File: src/design/tpu_ctrl_defs.svh
`ifndef TPU_CTRL_DEFS_SVH
`define TPU_CTRL_DEFS_SVH

// =========================================================================
// systolic array geometry
// =========================================================================

// reads per burst and rows per writeback
`define TPU_ARRAY_W     16

// buffer address width
`define TPU_ADDR_WIDTH  10

// =========================================================================
// host command and queue sizing
// =========================================================================

`define TPU_CMD_WIDTH   64
`define TPU_CMD_DEPTH   4

// also the number of writeback credits held by the weight loader
`define TPU_WB_DEPTH    4

`define TPU_IDX_WIDTH   $clog2(`TPU_ARRAY_W)

`endif

File: src/design/tpu_ctrl_pkg.sv
`include "tpu_ctrl_defs.svh"

package tpu_ctrl_pkg;

    // host command word, msb first
    // low bits once carried the m/k/n lengths, now reserved
    typedef struct packed {
        logic [`TPU_ADDR_WIDTH-1:0]                    addr_d;
        logic [`TPU_ADDR_WIDTH-1:0]                    addr_c;
        logic [`TPU_ADDR_WIDTH-1:0]                    addr_b;
        logic [`TPU_ADDR_WIDTH-1:0]                    addr_a;
        logic [`TPU_CMD_WIDTH-4*`TPU_ADDR_WIDTH-1:0] rsvd;
    } command_t;

    // read burst stages (weight loader and operand streamers)
    typedef enum logic [1:0] {
        burst_idle,
        burst_reading,
        burst_gap
    } burst_state_e;

    // writeback tracker
    typedef enum logic {
        wb_idle,
        wb_writing
    } wb_state_e;

endpackage

File: src/design/cmd_fifo.sv
`timescale 1ns/1ps
`include "tpu_ctrl_defs.svh"

module cmd_fifo (
    input  logic                      clk,
    input  logic                      rst,
    input  logic                      cmd_valid,
    input  logic [`TPU_CMD_WIDTH-1:0] cmd_data,
    output logic                      cmd_ready,
    output logic [`TPU_CMD_WIDTH-1:0] head,
    output logic                      head_valid,
    input  logic                      pop
);

    localparam int DEPTH = `TPU_CMD_DEPTH;
    localparam int PTR_W = $clog2(DEPTH);
    localparam int CNT_W = $clog2(DEPTH + 1);

    logic [`TPU_CMD_WIDTH-1:0] mem [DEPTH];
    logic [PTR_W-1:0]          wr_ptr;
    logic [PTR_W-1:0]          rd_ptr;
    logic [CNT_W-1:0]          count;
    logic                      push;
    logic                      take;

    assign cmd_ready  = (count != CNT_W'(DEPTH));
    assign head_valid = (count != '0);
    assign head       = mem[rd_ptr];

    assign push = cmd_valid && cmd_ready;
    assign take = pop && head_valid;

    always_ff @(posedge clk) begin
        if (rst) begin
            wr_ptr <= '0;
            rd_ptr <= '0;
            count  <= '0;
        end else begin
            if (push) begin
                wr_ptr <= (wr_ptr == PTR_W'(DEPTH - 1)) ? '0 : wr_ptr + 1'b1;
            end
            if (take) begin
                rd_ptr <= (rd_ptr == PTR_W'(DEPTH - 1)) ? '0 : rd_ptr + 1'b1;
            end
            // push and pop together leave the count as is
            case ({push, take})
                2'b10:   count <= count + 1'b1;
                2'b01:   count <= count - 1'b1;
                default: count <= count;
            endcase
        end
    end

    always_ff @(posedge clk) begin
        if (push) begin
            mem[wr_ptr] <= cmd_data;
        end
    end

endmodule

File: src/design/operand_streamer.sv
`timescale 1ns/1ps
`include "tpu_ctrl_defs.svh"

module operand_streamer
    import tpu_ctrl_pkg::*;
#(
    parameter int FWD_WIDTH = 2 * `TPU_ADDR_WIDTH
) (
    input  logic                       clk,
    input  logic                       rst,
    input  logic                       start,
    input  logic [`TPU_ADDR_WIDTH-1:0] base,
    input  logic [FWD_WIDTH-1:0]       fwd_in,
    output logic                       rd_en,
    output logic [`TPU_ADDR_WIDTH-1:0] rd_addr,
    output logic                       valid,
    output logic                       burst_start,
    output logic                       done,
    output logic [FWD_WIDTH-1:0]       fwd_out,
    output logic                       busy
);

    localparam int W     = `TPU_ARRAY_W;
    localparam int CNT_W = `TPU_IDX_WIDTH;

    burst_state_e     state;
    logic [CNT_W-1:0] cnt;
    logic             accept;

    // a start is taken while idle or in the gap after a burst
    assign accept = start && (state != burst_reading);
    assign busy   = (state != burst_idle);

    // =========================================================================
    // burst control
    // =========================================================================
    always_ff @(posedge clk) begin
        if (rst) begin
            state       <= burst_idle;
            cnt         <= '0;
            rd_en       <= 1'b0;
            valid       <= 1'b0;
            burst_start <= 1'b0;
            done        <= 1'b0;
        end else begin
            burst_start <= 1'b0;
            done        <= 1'b0;
            valid       <= rd_en;
            case (state)
                burst_idle, burst_gap: begin
                    if (accept) begin
                        rd_en       <= 1'b1;
                        burst_start <= 1'b1;
                        cnt         <= '0;
                        state       <= burst_reading;
                    end else begin
                        state <= burst_idle;
                    end
                end
                burst_reading: begin
                    if (cnt == CNT_W'(W - 1)) begin
                        rd_en <= 1'b0;
                        done  <= 1'b1;
                        state <= burst_gap;
                    end else begin
                        cnt <= cnt + 1'b1;
                    end
                end
                default: state <= burst_idle;
            endcase
        end
    end

    // read address and the field passed to the next stage
    always_ff @(posedge clk) begin
        if (accept) begin
            rd_addr <= base;
            fwd_out <= fwd_in;
        end else if (rd_en) begin
            rd_addr <= rd_addr + 1'b1;
        end
    end

endmodule

File: src/design/tpu_ctrl_top.sv
`timescale 1ns/1ps
`include "tpu_ctrl_defs.svh"

module tpu_ctrl_top
    import tpu_ctrl_pkg::*;
(
    input  logic                       clk,
    input  logic                       rst,
    input  logic                       cmd_valid,
    input  logic [`TPU_CMD_WIDTH-1:0]  cmd_data,
    output logic                       cmd_ready,
    output logic                       busy,
    output logic                       done_irq,
    output logic [`TPU_ADDR_WIDTH-1:0] ctrl_rd_addr_a,
    output logic                       ctrl_rd_en_a,
    output logic                       ctrl_a_valid,
    output logic                       ctrl_a_switch,
    output logic [`TPU_ADDR_WIDTH-1:0] ctrl_rd_addr_b,
    output logic                       ctrl_rd_en_b,
    output logic                       ctrl_b_accept_w,
    output logic [`TPU_IDX_WIDTH-1:0]  ctrl_b_weight_index,
    output logic [`TPU_ADDR_WIDTH-1:0] ctrl_rd_addr_c,
    output logic                       ctrl_rd_en_c,
    output logic                       ctrl_c_valid,
    input  logic                       core_writeback_valid,
    output logic [`TPU_ADDR_WIDTH-1:0] ctrl_wr_addr_d
);

    localparam int AW = `TPU_ADDR_WIDTH;

    command_t              fifo_head;
    logic                  head_valid;
    logic                  pop;
    logic                  a_start;
    logic [AW-1:0]         a_base;
    logic [2*AW-1:0]       a_fwd;
    logic                  act_done;
    logic [2*AW-1:0]       act_fwd;
    logic                  bias_done;
    logic [AW-1:0]         bias_addr_d;
    logic                  wl_busy;
    logic                  act_busy;
    logic                  bias_busy;
    logic                  wb_busy;

    assign busy = head_valid || wl_busy || act_busy || bias_busy || wb_busy;

    cmd_fifo u_cmd_fifo (
        .clk        (clk),
        .rst        (rst),
        .cmd_valid  (cmd_valid),
        .cmd_data   (cmd_data),
        .cmd_ready  (cmd_ready),
        .head       (fifo_head),
        .head_valid (head_valid),
        .pop        (pop)
    );

    // done_irq returns a writeback credit
    weight_loader u_weight_loader (
        .clk                 (clk),
        .rst                 (rst),
        .head                (fifo_head),
        .head_valid          (head_valid),
        .pop                 (pop),
        .task_done           (done_irq),
        .ctrl_rd_en_b        (ctrl_rd_en_b),
        .ctrl_rd_addr_b      (ctrl_rd_addr_b),
        .ctrl_b_accept_w     (ctrl_b_accept_w),
        .ctrl_b_weight_index (ctrl_b_weight_index),
        .a_start             (a_start),
        .a_base              (a_base),
        .a_fwd               (a_fwd),
        .busy                (wl_busy)
    );

    // activation stage carries {addr_c, addr_d} forward
    operand_streamer #(.FWD_WIDTH(2 * AW)) act_stream (
        .clk         (clk),
        .rst         (rst),
        .start       (a_start),
        .base        (a_base),
        .fwd_in      (a_fwd),
        .rd_en       (ctrl_rd_en_a),
        .rd_addr     (ctrl_rd_addr_a),
        .valid       (ctrl_a_valid),
        .burst_start (ctrl_a_switch),
        .done        (act_done),
        .fwd_out     (act_fwd),
        .busy        (act_busy)
    );

    operand_streamer #(.FWD_WIDTH(AW)) bias_stream (
        .clk         (clk),
        .rst         (rst),
        .start       (act_done),
        .base        (act_fwd[2*AW-1:AW]),
        .fwd_in      (act_fwd[AW-1:0]),
        .rd_en       (ctrl_rd_en_c),
        .rd_addr     (ctrl_rd_addr_c),
        .valid       (ctrl_c_valid),
        .burst_start (),
        .done        (bias_done),
        .fwd_out     (bias_addr_d),
        .busy        (bias_busy)
    );

    writeback_tracker u_writeback_tracker (
        .clk                  (clk),
        .rst                  (rst),
        .push                 (bias_done),
        .push_addr            (bias_addr_d),
        .core_writeback_valid (core_writeback_valid),
        .ctrl_wr_addr_d       (ctrl_wr_addr_d),
        .done_irq             (done_irq),
        .busy                 (wb_busy)
    );

endmodule

File: src/design/weight_loader.sv
`timescale 1ns/1ps
`include "tpu_ctrl_defs.svh"

module weight_loader
    import tpu_ctrl_pkg::*;
(
    input  logic                          clk,
    input  logic                          rst,
    input  command_t                      head,
    input  logic                          head_valid,
    output logic                          pop,
    input  logic                          task_done,
    output logic                          ctrl_rd_en_b,
    output logic [`TPU_ADDR_WIDTH-1:0]    ctrl_rd_addr_b,
    output logic                          ctrl_b_accept_w,
    output logic [`TPU_IDX_WIDTH-1:0]     ctrl_b_weight_index,
    output logic                          a_start,
    output logic [`TPU_ADDR_WIDTH-1:0]    a_base,
    output logic [2*`TPU_ADDR_WIDTH-1:0]  a_fwd,
    output logic                          busy
);

    localparam int W     = `TPU_ARRAY_W;
    localparam int IDX_W = `TPU_IDX_WIDTH;
    localparam int CRD_W = $clog2(`TPU_WB_DEPTH + 1);

    burst_state_e     state;
    logic [IDX_W-1:0] cnt;
    logic [CRD_W-1:0] credits;
    logic             can_pop;

    // a new command needs a free writeback slot
    assign can_pop = head_valid && (credits != '0);
    assign busy    = (state != burst_idle);

    // =========================================================================
    // burst control
    // =========================================================================
    always_ff @(posedge clk) begin
        if (rst) begin
            state           <= burst_idle;
            cnt             <= '0;
            pop             <= 1'b0;
            a_start         <= 1'b0;
            ctrl_rd_en_b    <= 1'b0;
            ctrl_b_accept_w <= 1'b0;
        end else begin
            pop             <= 1'b0;
            a_start         <= 1'b0;
            ctrl_b_accept_w <= ctrl_rd_en_b;
            case (state)
                burst_idle: begin
                    if (can_pop) begin
                        pop   <= 1'b1;
                        state <= burst_gap;
                    end
                end
                burst_reading: begin
                    if (cnt == IDX_W'(W - 1)) begin
                        // last read, hand off and try the next command
                        ctrl_rd_en_b <= 1'b0;
                        a_start      <= 1'b1;
                        pop          <= can_pop;
                        state        <= burst_gap;
                    end else begin
                        cnt <= cnt + 1'b1;
                    end
                end
                burst_gap: begin
                    // pop high here means a command was just taken
                    if (pop) begin
                        ctrl_rd_en_b <= 1'b1;
                        cnt          <= '0;
                        state        <= burst_reading;
                    end else begin
                        state <= burst_idle;
                    end
                end
                default: state <= burst_idle;
            endcase
        end
    end

    // credits: spent on pop, returned on task completion
    always_ff @(posedge clk) begin
        if (rst) begin
            credits <= CRD_W'(`TPU_WB_DEPTH);
        end else begin
            case ({pop, task_done})
                2'b10:   credits <= credits - 1'b1;
                2'b01:   credits <= credits + 1'b1;
                default: credits <= credits;
            endcase
        end
    end

    // addresses and forwarded fields
    always_ff @(posedge clk) begin
        if (pop) begin
            ctrl_rd_addr_b <= head.addr_b;
            a_base         <= head.addr_a;
            a_fwd          <= {head.addr_c, head.addr_d};
        end else if (ctrl_rd_en_b) begin
            ctrl_rd_addr_b <= ctrl_rd_addr_b + 1'b1;
        end
        // index runs down, one cycle behind the read
        if (ctrl_rd_en_b) begin
            ctrl_b_weight_index <= IDX_W'(W - 1) - cnt;
        end
    end

endmodule

File: src/design/writeback_tracker.sv
`timescale 1ns/1ps
`include "tpu_ctrl_defs.svh"

module writeback_tracker
    import tpu_ctrl_pkg::*;
(
    input  logic                       clk,
    input  logic                       rst,
    input  logic                       push,
    input  logic [`TPU_ADDR_WIDTH-1:0] push_addr,
    input  logic                       core_writeback_valid,
    output logic [`TPU_ADDR_WIDTH-1:0] ctrl_wr_addr_d,
    output logic                       done_irq,
    output logic                       busy
);

    localparam int W     = `TPU_ARRAY_W;
    localparam int DEPTH = `TPU_WB_DEPTH;
    localparam int PTR_W = $clog2(DEPTH);
    localparam int CNT_W = $clog2(DEPTH + 1);
    localparam int ROW_W = `TPU_IDX_WIDTH;

    logic [`TPU_ADDR_WIDTH-1:0] addr_q [DEPTH];
    logic [PTR_W-1:0]           wr_ptr;
    logic [PTR_W-1:0]           rd_ptr;
    logic [CNT_W-1:0]           count;
    logic [ROW_W-1:0]           row;
    wb_state_e                  state;
    logic                       take;

    // start the next task once idle with a queued address
    assign take = (state == wb_idle) && (count != '0);
    assign busy = (count != '0) || (state == wb_writing);

    always_ff @(posedge clk) begin
        if (rst) begin
            wr_ptr   <= '0;
            rd_ptr   <= '0;
            count    <= '0;
            row      <= '0;
            state    <= wb_idle;
            done_irq <= 1'b0;
        end else begin
            done_irq <= 1'b0;
            if (push) begin
                wr_ptr <= (wr_ptr == PTR_W'(DEPTH - 1)) ? '0 : wr_ptr + 1'b1;
            end
            if (take) begin
                rd_ptr <= (rd_ptr == PTR_W'(DEPTH - 1)) ? '0 : rd_ptr + 1'b1;
            end
            case ({push, take})
                2'b10:   count <= count + 1'b1;
                2'b01:   count <= count - 1'b1;
                default: count <= count;
            endcase

            case (state)
                wb_idle: begin
                    if (take) begin
                        row   <= '0;
                        state <= wb_writing;
                    end
                end
                wb_writing: begin
                    if (core_writeback_valid) begin
                        if (row == ROW_W'(W - 1)) begin
                            done_irq <= 1'b1;
                            state    <= wb_idle;
                        end else begin
                            row <= row + 1'b1;
                        end
                    end
                end
                default: state <= wb_idle;
            endcase
        end
    end

    // address queue and the running writeback address
    always_ff @(posedge clk) begin
        if (push) begin
            addr_q[wr_ptr] <= push_addr;
        end
        if (take) begin
            ctrl_wr_addr_d <= addr_q[rd_ptr];
        end else if ((state == wb_writing) && core_writeback_valid) begin
            ctrl_wr_addr_d <= ctrl_wr_addr_d + 1'b1;
        end
    end

endmodule

File: config.mk
export PLATFORM = sky130hd
export DESIGN_NAME = tpu_ctrl_top
export DESIGN_NICKNAME = d
export VERILOG_FILES = /design/src/design/tpu_ctrl_pkg.sv /design/src/design/cmd_fifo.sv /design/src/design/operand_streamer.sv /design/src/design/tpu_ctrl_top.sv /design/src/design/weight_loader.sv /design/src/design/writeback_tracker.sv
export VERILOG_INCLUDE_DIRS = /design/src /design/src/design
export SDC_FILE = /design/constraint.sdc
export NUM_CORES = 1
export LEC_CHECK = 0
export BUFFER_PORTS_ARGS = -buffer_cell sky130_fd_sc_hd__buf_2
export CAP_MARGIN = 20
export CORE_MARGIN = 1
export CORE_UTILIZATION = 64
export CTS_CLUSTER_SIZE = 25
export DETAILED_ROUTE_END_ITERATION = 16
export PLACE_DENSITY = 0.88
export SYNTH_ARGS = -nofsm -noshare
export SYNTH_HDL_FRONTEND = slang
export SYNTH_SLANG_ARGS = --single-unit
File: constraint.sdc
create_clock -name clk -period 5.1 [get_ports clk]
set_input_delay 1.02 -clock clk [delete_from_list [all_inputs] [get_ports clk]]
set_output_delay 1.02 -clock clk [all_outputs]
set_load 0.1 [all_outputs]
Word level (Yosys, flattened, before mapping)
Memories as Yosys holds them, arrays and structs flattened. A register that Yosys moved wholly into a read port is not among the register bits.
Cells that the tools add are included.

storage, ports and cells
  memory bits (writable) = 296
  input port bits = 68
  register bits = 156
  output and inout port bits = 54
  memories kept = 2
  word-level logic and storage cells = 212

memories
  name                        depth  width  rd ports  clocked after Yosys merged registers in  write ports  line                     source
  u_cmd_fifo.mem              4      64     1         1                                        1            cmd_fifo.sv:19           logic [`TPU_CMD_WIDTH-1:0] mem [DEPTH];
  u_writeback_tracker.addr_q  4      10     1         1                                        1            writeback_tracker.sv:23  logic [`TPU_ADDR_WIDTH-1:0] addr_q [DEPTH];

operators by class
  multiplexer cells = 67
  reductions and logical operators = 46
  bitwise gates (word level) = 6
  equal/unequal tests = 36
  add/subtract/negate cells = 19

operator list
  operator                 number
  $mux W10                 8
  $add A10 B1 Y10 const B  4
  $mux W4                  9
  $pmux W4 S2              4
  $reduce_bool A2 Y1       13
  $mux W2                  12
  $mux W1                  23
  $reduce_and A3 Y1        7
  $eq A2 B2 Y1 const B     10
  $ne A2 B1 Y1 const B     10
  $pmux W3 S2              3
  $add A4 B1 Y4 const B    4
  $eq A4 B4 Y1 const B     4
  $eq A2 B1 Y1 const B     6
  $reduce_or A2 Y1         6
  $ne A2 B2 Y1 const B     5
  $pmux W1 S2              5
  $add A3 B1 Y3 const B    3
  $reduce_bool A3 Y1       3
  $sub A3 B1 Y3 const B    3
  $add A2 B1 Y2 const B    4
  $pmux W2 S2              2
  $logic_and A1 B1 Y1      7
  $logic_not A2 Y1         3
  7 further kinds          16

Depth between registers and ports, before layout
Gate-level depths: netlist of the first run.

  depth in word-level cells = 5
  mapped depth = 9
  mapped depth without buffers = 9

By module
A second synthesis of the first run with hierarchy kept.

second synthesis, totals
  cell total of the unflattened synthesis = 958
  area total of the unflattened synthesis = 17575.6 µm²

by module, submodules not included
  module                          cells each  area an instance (µm²)  times used  sequential area each (µm²)
  cmd_fifo                        386         9705.6                  1           7867.5
  writeback_tracker               189         2753.9                  1           1801.7
  weight_loader                   156         2192.1                  1           1581.5
  operand_streamer (act_stream)   117         1610.3                  1           1101.1
  operand_streamer (bias_stream)  107         1301.2                  1           800.8
  tpu_ctrl_top                    3           12.5                    1           0.0

Least setup slack after synthesis of the first run
OpenSTA, ideal clock, no wires.

  path kind = register -> output
  start point = register u_weight_loader.state[0]
  end point = output busy
  arrival = 1.843 ns
  buffers on the path = 0
  slack = 2.237 ns
  cell stages (with the launch flop) = 6
  data required time = 4.080 ns
  cells stage by stage = dfxtp_1 > inv_1 > ha_1 > or4b_2 > nor3_1 > nand2_1

on the way
  word-level cells in the longest chain between the ends = 5

RTL lines
  item                             line                 source
  start: declaration               weight_loader.sv:27  burst_state_e state;
  start signal: assignment         weight_loader.sv:41  state <= burst_idle;
  start signal: assignment         weight_loader.sv:55  state <= burst_gap;
  start signal: assignment         weight_loader.sv:64  state <= burst_gap;
  $reduce_bool A2 Y1               weight_loader.sv:34  assign busy = (state != burst_idle);
  $logic_or A1 B1 Y1 (4 in a row)  tpu_ctrl_top.sv:46   assign busy = head_valid || wl_busy || act_busy || bias_busy || wb_busy;
  end: declaration                 tpu_ctrl_top.sv:12   output logic busy,

No other way between the ends.

Final worst setup path of the first run
Ends and elaborated chain as after synthesis.

==> results.md, run 1 <==
* Status: complete, no violations
* Switching Share at 29.94%
* Worst R2R Path Depth at 3
* # port buffers at 97
* EDFF count, synth at 304
* Root buffer cell: clkbuf_16
* PostCTS Resize Cnt at 0
* Routability-driven placement congestion ratio at 0.8149
* Critical path type: reg2out
* Vias per inst at 6.083
* Area contributors post-synth: edfxtp_1, mux4_2, dfxtp_1
* Synthesized area at 0.01394 mm^2
* Post-synthesis sequential area ratio at 73.53%
* Min-delay worst type: reg2reg
* CP Capture Type: output port
* Gr ovfl total at 0
* CP peak stage delay at 620 ps
* Horiz. Die Dim at 149.6 um
* Comb power frac at 18.0%
* CP Cell Sequence: inv_1 -> ha_1 -> or4b_2 -> nor3_1 -> nand2_1 -> buf_2
* Final Power at 7.973 mW
* Total Routed Length at 28,310 um
* Maximum root-to-sink buffer count at 3
* Hold-critical path depth at 0
* Die Area at 0.02237 mm^2
* Final instance area at 0.01594 mm^2
* Tcrit/Tclk final at 69.66%
* Wire per inst at 22.86 um
* Post-synth top area share at 65.49%
* NetSw at 2.387 mW
* Clk slew on worst S/H paths at 70 ps
* Post-route ant nets at 0
* Ports at 122
* CP Launch Type: register
* Sequential fraction of design power at 47.0%
* Met3 Wirelength at 1746 um
* Hold Crit Endpoint: act_stream.fwd_out[19]$_DFFE_PN_
* Reg2reg setup slack at 2660 ps
* Worst R2R End: u_weight_loader.ctrl_rd_addr_b[1]$_DFFE_PP_
* Min-delay src: u_weight_loader.a_fwd[19]$_DFFE_PP_
* Mapped Cells at 823
* Clock tree from TritonCTS: yes
* Cell Rows at 53
* Clock share of power at 35.0%
* Starting Density at 65.69%
* DRT met1 WL at 10,360 um
* CP max FO at 4
* Area of the core at 0.02122 mm^2
* Worst-skew pair later-pin latency at 520 ps
* Count of cell types in the netlist at 52
* Warnings from Yosys at 0
* DR iter-0 viols at 537
* TritonRoute pass-1 iters at 5
* H-Tree Depth at 2
* Seq cells post-synth at 360
* Syn Nets at 918
* Largest net degree at the start of global routing at 60
* Vias after detailed routing at 7,531
* Share of layout cells above drive strength 1 at 23.54%
* Routed wl met2 at 15,260 um
* Area leader, netlist: edfxtp_1
* Static Leakage at 5.436 nW
* Total GRT Usage at 26.20%
* Final Slew Violations at 0
* Area growth syn-to-layout at 14.34%
* WP data arrival at 2530 ps
* Commonest non-fill, non-tap cells in the layout: edfxtp_1, buf_2, dfxtp_1
* Dpl hpwl at 15,870 um
* Area after DPL at 0.01467 mm^2
* Hold WS at 417.2 ps
* Sink Count at 360
* Setup Buffers After CTS at 0
* CTS buffer count at 36
* Post-synth ARST share at 0%
* Most common cell after layout, fill and taps aside: edfxtp_1
* Fin crit period at 3553 ps
* Count of final hold-check violations at 0
* First-pass GRT wire length at 43,100 um
* Chip Height at 149.6 um
* Slew Limit Headroom at 27.87%
* Clock Skews at 22.50 ps
* Maxcap violations at 0
* Mean Syn Cell Area at 16.94 um^2
* Uppermost routed layer: met4
* Vias in the first global route at 7,812
* Final setup violation count at 0
* Initial antenna violation count at 3
* Setup total negative slack at 0 ps
* Max rail drop VDD at 0.4372 mV
* DRC errors left at 0
* RSZ-0062 raised after global routing: false
* Layout Nets at 1,029
* CP max-delay cell: or4b_2
* Ys flop type: edfxtp_1
* Least-Margin Pin Slew at 1082 ps
* Data required, critical path at 4080 ps
* Int Pwr at 5.586 mW
* PD cells at 500.2 mW/mm^2
* # hold bufs at CTS at 0
* Fmax at 0.2815 GHz
[flip-flops by register name, summed over array words and instances (netlist names), 3 cells and up, named ones only]
register and count:
u_cmd_fifo.mem 160, u_writeback_tracker.addr_q 40, act_stream.fwd_out 20, u_weight_loader.a_fwd 20
act_stream.rd_addr 10, bias_stream.fwd_out 10, bias_stream.rd_addr 10, u_weight_loader.a_base 10
u_weight_loader.ctrl_rd_addr_b 10, u_writeback_tracker.ctrl_wr_addr_d 10, act_stream.cnt 4, bias_stream.cnt 4
u_weight_loader.cnt 4, u_weight_loader.ctrl_b_weight_index 4, u_writeback_tracker.row 4, u_cmd_fifo.count 3
u_weight_loader.credits 3, u_writeback_tracker.count 3
[kinds of logic after synthesis]
family / count (synthesis) / synth area share, %
muxes: 63 / 9.066
buffers and inverters: 48 / 1.472
AOI/OAI and AO/OA: 71 / 2.810
xor gates and xnor gates: 43 / 2.702
adders and majority gates: 27 / 2.585
DFF: 360 / 73.53
and+or+nand+nor: 211 / 7.836
[power by group through the flow]
stage | clock network, mW | logic, mW | registers [mW]
floorplan | 0 | 0.672 | 4.24
global placement | 0 | 1.36 | 3.77
detailed placement | 0 | 1.41 | 3.80
CTS | 2.81 | 1.44 | 3.75
global route | 2.90 | 1.53 | 3.78
finish | 2.79 | 1.44 | 3.75
[synth_stat cells, types with 6 or more instances]
cell	n
nand3_1	31
ha_1	24
mux4_2	50
nor2b_1	10
nand2_1	44
clkbuf_1	14
nor3_1	14
a21oi_1	40
inv_1	21
dfxtp_1	56
mux2i_1	7
nand2b_1	11
buf_2	8
nor2_1	45
xnor2_1	13
edfxtp_1	304
or3_1	6
xor2_1	30
nand4_1	14
o21ai_0	20
and3_1	9
[layout make-up]
class / count / area [um^2]
antenna: 3 / 7.507
clock buffer: 40 / 915.9
clock inverter: 24 / 321.6
fill: 1148 / 5281
inverter: 21 / 78.83
multi-input combinational: 415 / 3490
sequential: 360 / 10250
tap: 275 / 344.1
timing repair buffer: 100 / 528.0
[critical path: cells and delay by family, from the launching register on]
kind / cells / cell delay [ps]
simple gates: 3 / 1050
fa+ha+maj: 1 / 230
buf+inv: 2 / 400
flops: 1 / 340
[metal layers]
metal,GRT usage [%],vias to the layer above
li1,-,3380
met1,30.65,3717
met5,0,-
met2,46.92,354
met4,11.28,0
met3,5.183,80
[worst max-delay path by stage]
stage,to,startpoint,depth (start not counted)
3_3_place_gp,busy,u_weight_loader.state[0]$_SDFFE_PP0P_,6
2_1_floorplan,busy,u_weight_loader.state[0]$_SDFFE_PP0P_,5
3_5_place_dp,busy,u_weight_loader.state[0]$_SDFFE_PP0P_,6
6_report,busy,u_weight_loader.state[0]$_SDFFE_PP0P_,6
5_1_grt,busy,u_weight_loader.state[0]$_SDFFE_PP0P_,6
4_1_cts,busy,u_weight_loader.state[0]$_SDFFE_PP0P_,6
[per-stage QoR]
step / cells / util [%] / setup WS (ps)
5_1_grt: 1236 / 75.09 / 1509
3_5_place_dp: 1170 / 69.12 / 2150
2_1_floorplan: 823 / - / 2237
6_report: 1238 / 75.11 / 1547
4_1_cts: 1234 / 74.95 / 1572
3_3_place_gp: 1170 / 69.12 / 2167
No activity file was read; power rests on OpenSTA's default activity.
==> inputs of run 2 (changes only) <==
--- a/config.mk
+++ b/config.mk
@@ -9,10 +9,10 @@
 export BUFFER_PORTS_ARGS = -buffer_cell sky130_fd_sc_hd__buf_2
 export CAP_MARGIN = 20
 export CORE_MARGIN = 1
-export CORE_UTILIZATION = 64
+export CORE_UTILIZATION = 53
 export CTS_CLUSTER_SIZE = 25
 export DETAILED_ROUTE_END_ITERATION = 16
-export PLACE_DENSITY = 0.88
+export PLACE_DENSITY = 0.78
 export SYNTH_ARGS = -nofsm -noshare
 export SYNTH_HDL_FRONTEND = slang
 export SYNTH_SLANG_ARGS = --single-unit
==> constraint.sdc (replaced) <==
create_clock -name clk -period 3.02 [get_ports clk]
set_input_delay 0.604 -clock clk [delete_from_list [all_inputs] [get_ports clk]]
set_output_delay 0.604 -clock clk [all_outputs]
set_load 0.1 [all_outputs]
==> results.md, run 2 (same netlist as run 1, synthesis figures left out) <==
* Cell Rows at 58
* Final Slew Violations at 0
* Finished Layout Cells at 1,304
* Layout Nets at 1,039
* Share of layout cells above drive strength 1 at 23.46%
* Biggest registers after layout: u_cmd_fifo.mem: 160 flops, u_writeback_tracker.addr_q: 40 flops
* Dpl cells at 1,235
* CP peak stage delay at 650 ps
* First-pass GRT wire length at 38,230 um
* Largest reg by FF count: u_cmd_fifo.mem
* Max FFs per register at 160
* Commonest non-fill, non-tap cells in the layout: edfxtp_1, buf_2, dfxtp_1
* CP max FO at 4
* Setup total negative slack at 0 ps
* Buf+Inv Stages, Crit Path at 2
* Total GRT Usage at 18.72%
* Min-delay worst type: in2reg
* H-Tree Depth at 2
* Slew Limit Headroom at 29.37%
* Root buffer cell: clkbuf_16
* Maxcap violations at 0
* Max rail drop VDD at 0.9424 mV
* Chip Height at 164.2 um
* CP Cell Sequence: inv_1 -> ha_1 -> or4b_2 -> nor3_4 -> nand2_1 -> buf_6
* # port buffers at 97
* Wire per inst at 18.71 um
* Critical path type: reg2out
* Starting Density at 54.73%
* Maximum root-to-sink buffer count at 3
* Count of final hold-check violations at 0
* Horiz. Die Dim at 164.2 um
* Clock Skews at 15.61 ps
* Static Leakage at 5.426 nW
* Sink Count at 360
* Area growth syn-to-layout at 14.59%
* Die Area at 0.02695 mm^2
* WP data arrival at 2300 ps
* TritonRoute pass-1 iters at 5
* Clk slew on worst S/H paths at 60 ps
* Data required, critical path at 2420 ps
* CP max-delay cell: or4b_2
* Fmax at 0.3448 GHz
* Final setup violation count at 0
* Status: complete, no violations
* Clock tree from TritonCTS: yes
* Most common cell after layout, fill and taps aside: edfxtp_1
* Cell class contributing the biggest share of worst-path delay: simple AND/OR/NAND/NOR gates
* Initial antenna violation count at 4
* Worst-skew pair later-pin latency at 530 ps
* CP Launch Type: register
* Least-Margin Pin Slew at 1059 ps
* CP Capture Type: output port
* CTS buffer count at 37
* Largest net degree at the start of global routing at 60
* Routability-driven placement congestion ratio at 0.7756
* Gr ovfl total at 0
* DRC errors left at 0
* Dpl hpwl at 15,410 um
* Vias after detailed routing at 7,233
* Tcrit/Tclk final at 96.03%
* PD cells at 801.9 mW/mm^2
* DR iter-0 viols at 445
* Vias in the first global route at 7,353
* Area of the core at 0.02547 mm^2
* Fin crit period at 2900 ps
* Total Routed Length at 24,390 um
* Ports at 122
* Vias per inst at 5.547
* Post-route ant nets at 0
## run 2: cell count changes in the layout (fill, tap and decap cells not counted), sizes merged
cell / change
buf: +9
clkbuf: +10
clkinv: +1
bufinv: -7
clkinvlp: -2
diode: -1
inv: +1
## run 2: final timing paths
path                                               from  cells past startpoint  slack [ps]                          endpoint
hold reg to reg         act_stream.fwd_out[3]$_DFFE_PN_                      0         410  bias_stream.fwd_out[3]$_DFFE_PP_
hold / removal                             cmd_data[48]                      1         290   u_cmd_fifo.mem[2][48]$_DFFE_PP_
setup reg to reg       u_cmd_fifo.count[0]$_SDFFE_PP0P_                      8         760  u_cmd_fifo.count[2]$_SDFFE_PP0P_
setup / recovery  u_weight_loader.state[1]$_SDFFE_PP0P_                      6         120                              busy
## run 2: layer usage
layer | share of wire [%] | vias up | GRT usage (%)
met5 | 0.082 | - | 0
met4 | 2.3 | 4 | 6.692
met3 | 6.0 | 51 | 4.848
met2 | 51 | 186 | 32.16
met1 | 40 | 3589 | 22.83
li1 | - | 3403 | -
## run 2: cell type report
cell class / count / area [um^2]
diodes: 2 / 5.005
clock inverters: 17 / 103.9
well taps: 330 / 412.9
inverters: 21 / 78.83
clock buffers: 50 / 974.7
flip-flops and latches: 360 / 10250
multi-input cells: 415 / 3501
repair buffers: 109 / 644.4
fillers: 1781 / 9498
## run 2: power breakdown
part           total (mW)  switching (mW)  internal [mW]  leakage, nW
Clock                4.09            1.80           2.29        0.521
Combinational        2.47            1.75          0.717         1.67
Sequential           6.25           0.312           5.94         3.23
## run 2: what timing repair did
action,4_1_cts,5_1_grt
gates resized for setup,2,2
gates cloned,0,0
setup buffers,0,0
hold buffers,0,0
pin swaps,0,0
setup endpoints to repair,1,1
## run 2: worst reg2reg max path, delay by kind of cell (launching register included)
kind                       cells  cell delay (ps)
and+or+nand+nor                3              920
adders and majority gates      2              560
DFF                            1              340
xor gates and xnor gates       1              160
AOI/OAI and AO/OA              1              150
buffers and inverters          1               60
## run 2: per-stage QoR
step                power [mW]  hold slack (ps)  instance area (um^2)  worst slack, ps  util, %
floorplan                8.296            400.3                 13940            447.0        -
global placement         8.737            400.6                 14870            501.6    58.39
detailed placement       8.810            404.5                 14870            489.6    58.39
CTS                      12.91            271.8                 15960            74.69    62.65
global route             13.32            276.6                 15970           -4.025    62.69
finish                   12.81            292.1                 15970            120.0    62.71
==> inputs of run 3 (changes only) <==
--- a/config.mk
+++ b/config.mk
@@ -10,6 +10,7 @@
 export CAP_MARGIN = 20
 export CORE_MARGIN = 1
 export CORE_UTILIZATION = 53
+export CTS_BUF_LIST = sky130_fd_sc_hd__clkbuf_8 sky130_fd_sc_hd__clkbuf_16
 export CTS_CLUSTER_SIZE = 25
 export DETAILED_ROUTE_END_ITERATION = 16
 export PLACE_DENSITY = 0.78
==> constraint.sdc (replaced) <==
create_clock -name clk -period 3.02 [get_ports clk]
set_input_delay 0.604 -clock clk [delete_from_list [all_inputs] [get_ports clk]]
set_output_delay 0.604 -clock clk [all_outputs]
set_load 0.02 [all_outputs]
==> results.md, run 3 (same netlist as run 1, synthesis figures left out) <==
* Total Routed Length at 23,830 um
* Biggest registers after layout: u_cmd_fifo.mem: 160 flops, u_writeback_tracker.addr_q: 40 flops
* DRC errors left at 0
* Min-delay worst type: in2reg
* TritonRoute pass-1 iters at 5
* CP Launch Type: register
* Critical path type: reg2out
* Finished Layout Cells at 1,302
* Ports at 122
* Hold-critical path depth at 1
* Most common cell after layout, fill and taps aside: edfxtp_1
* Dpl cells at 1,234
* Int Pwr at 9.155 mW
* Fin crit period at 2853 ps
* Filler Cells Inserted at 1,768
* Area growth syn-to-layout at 14.96%
* Worst-skew pair later-pin latency at 520 ps
* Routability-driven placement congestion ratio at 0.7652
* Wire per inst at 18.30 um
* Clock share of power at 35.2%
* Final Slew Violations at 0
* Critical path depth at 6
* Dpl hpwl at 14,990 um
* Vias per inst at 5.502
* Horiz. Die Dim at 164.2 um
* Status: complete, no violations
* Post-route ant nets at 0
* Comb power frac at 13.5%
* Uppermost routed layer: met5
* Cell Rows at 58
* Routed wl met2 at 12,130 um
* Maxcap violations at 0
* Vias in the first global route at 7,354
* DRT met1 WL at 9791 um
* Clock tree from TritonCTS: yes
* Final core occ at 62.91%
* Fmax at 0.3505 GHz
* Max FFs per register at 160
* CTS buffer count at 38
* Max rail drop VDD at 0.5275 mV
* Starting Density at 54.73%
* Static Leakage at 5.492 nW
* Setup total negative slack at 0 ps
* Sequential fraction of design power at 51.2%
* Count of final hold-check violations at 0
* NetSw at 3.055 mW
* Root buffer cell: clkbuf_16
* Largest reg by FF count: u_cmd_fifo.mem
* Clk slew on worst S/H paths at 60 ps
* CP peak stage delay at 610 ps
* Cell class contributing the biggest share of worst-path delay: simple AND/OR/NAND/NOR gates
* CP Capture Type: output port
* Area of the core at 0.02547 mm^2
* Gr ovfl total at 0
* Chip Height at 164.2 um
* Met3 Wirelength at 1472 um
* Layout Nets at 1,039
* Vias after detailed routing at 7,163
* CP Cell Sequence: inv_1 -> ha_1 -> or4b_2 -> nor3_2 -> nand2_1 -> buf_2
* WP data arrival at 2250 ps
* Worst R2R Path Depth at 8
* Total GRT Usage at 18.39%
* Slew Limit Headroom at 30.21%
* Largest net degree at the start of global routing at 60
* Maximum root-to-sink buffer count at 3
* Switching Share at 25.02%
* Data required, critical path at 2420 ps
* Tcrit/Tclk final at 94.48%
* Die Area at 0.02695 mm^2
* First-pass GRT wire length at 37,540 um
* RSZ-0062 raised after global routing: false
* Clock Skews at 19.05 ps
* Final Power at 12.21 mW
* DR iter-0 viols at 498
* Commonest non-fill, non-tap cells in the layout: edfxtp_1, buf_2, dfxtp_1
* Sink Count at 360
* Share of layout cells above drive strength 1 at 23.84%
* Final setup violation count at 0
* PD cells at 761.9 mW/mm^2
* CP max-delay cell: or4b_2
* CP max FO at 4
* # port buffers at 97
* Initial antenna violation count at 3
* H-Tree Depth at 2
* Least-Margin Pin Slew at 1047 ps
* Buf+Inv Stages, Crit Path at 2
run 3: power by group through the flow:
stage / Clock, mW / Combinational [mW] / Sequential, mW
after detailed placement: 0 / 1.66 / 6.36
final: 4.30 / 1.65 / 6.25
after floorplan: 0 / 1.07 / 6.44
after global routing: 4.58 / 1.83 / 6.31
after global placement: 0 / 1.61 / 6.33
after CTS: 4.40 / 1.67 / 6.26
run 3: layout make-up:
cell class,count,area (um^2),share of cell area (%)
sequential,360,10250,63.98
multi-input combinational,415,3495,21.81
clock buffer,39,975.9,6.090
timing repair buffer,108,605.6,3.779
tap,330,412.9,2.577
clock inverter,26,196.4,1.226
inverter,21,78.83,0.4919
antenna,3,7.507,0.04685
run 3: worst paths after layout:
check / from / end / slack [ps]
max: u_weight_loader.state[0]$_SDFFE_PP0P_ / busy / 170
min reg2reg: u_weight_loader.a_fwd[17]$_DFFE_PP_ / act_stream.fwd_out[17]$_DFFE_PN_ / 420
min: cmd_data[39] / u_cmd_fifo.mem[3][39]$_DFFE_PP_ / 290
max reg2reg: u_cmd_fifo.count[2]$_SDFFE_PP0P_ / u_cmd_fifo.count[2]$_SDFFE_PP0P_ / 780
run 3: per-layer routing:
metal / track usage, % / vias to the layer above
met2: 31.61 / 166
met4: 5.934 / 2
met3: 5.455 / 36
met1: 22.22 / 3558
met5: 0 / -
li1: - / 3401
run 3: worst register-to-register path: cells and delay by family (launching register included):
kind | cells | cell delay (ps)
simple gates | 3 | 880
compound gates | 1 | 140
buf+inv | 1 | 60
xor+xnor | 1 | 160
fa+ha+maj | 2 | 570
flops | 1 | 360
run 3: stage by stage:
stage,hold slack [ps],setup WS [ps],area [um^2]
CTS,269.2,79.07,16010
global placement,402.4,629.6,14840
global route,275.1,62.58,16020
detailed placement,404.5,638.1,14840
floorplan,400.3,447.0,13940
finish,292.9,166.8,16030
run 3: repair_timing:
action,CTS,global route
hold buffers,0,0
gates resized for setup,0,1
endpoints found under the setup margin,0,1
setup buffers,0,0
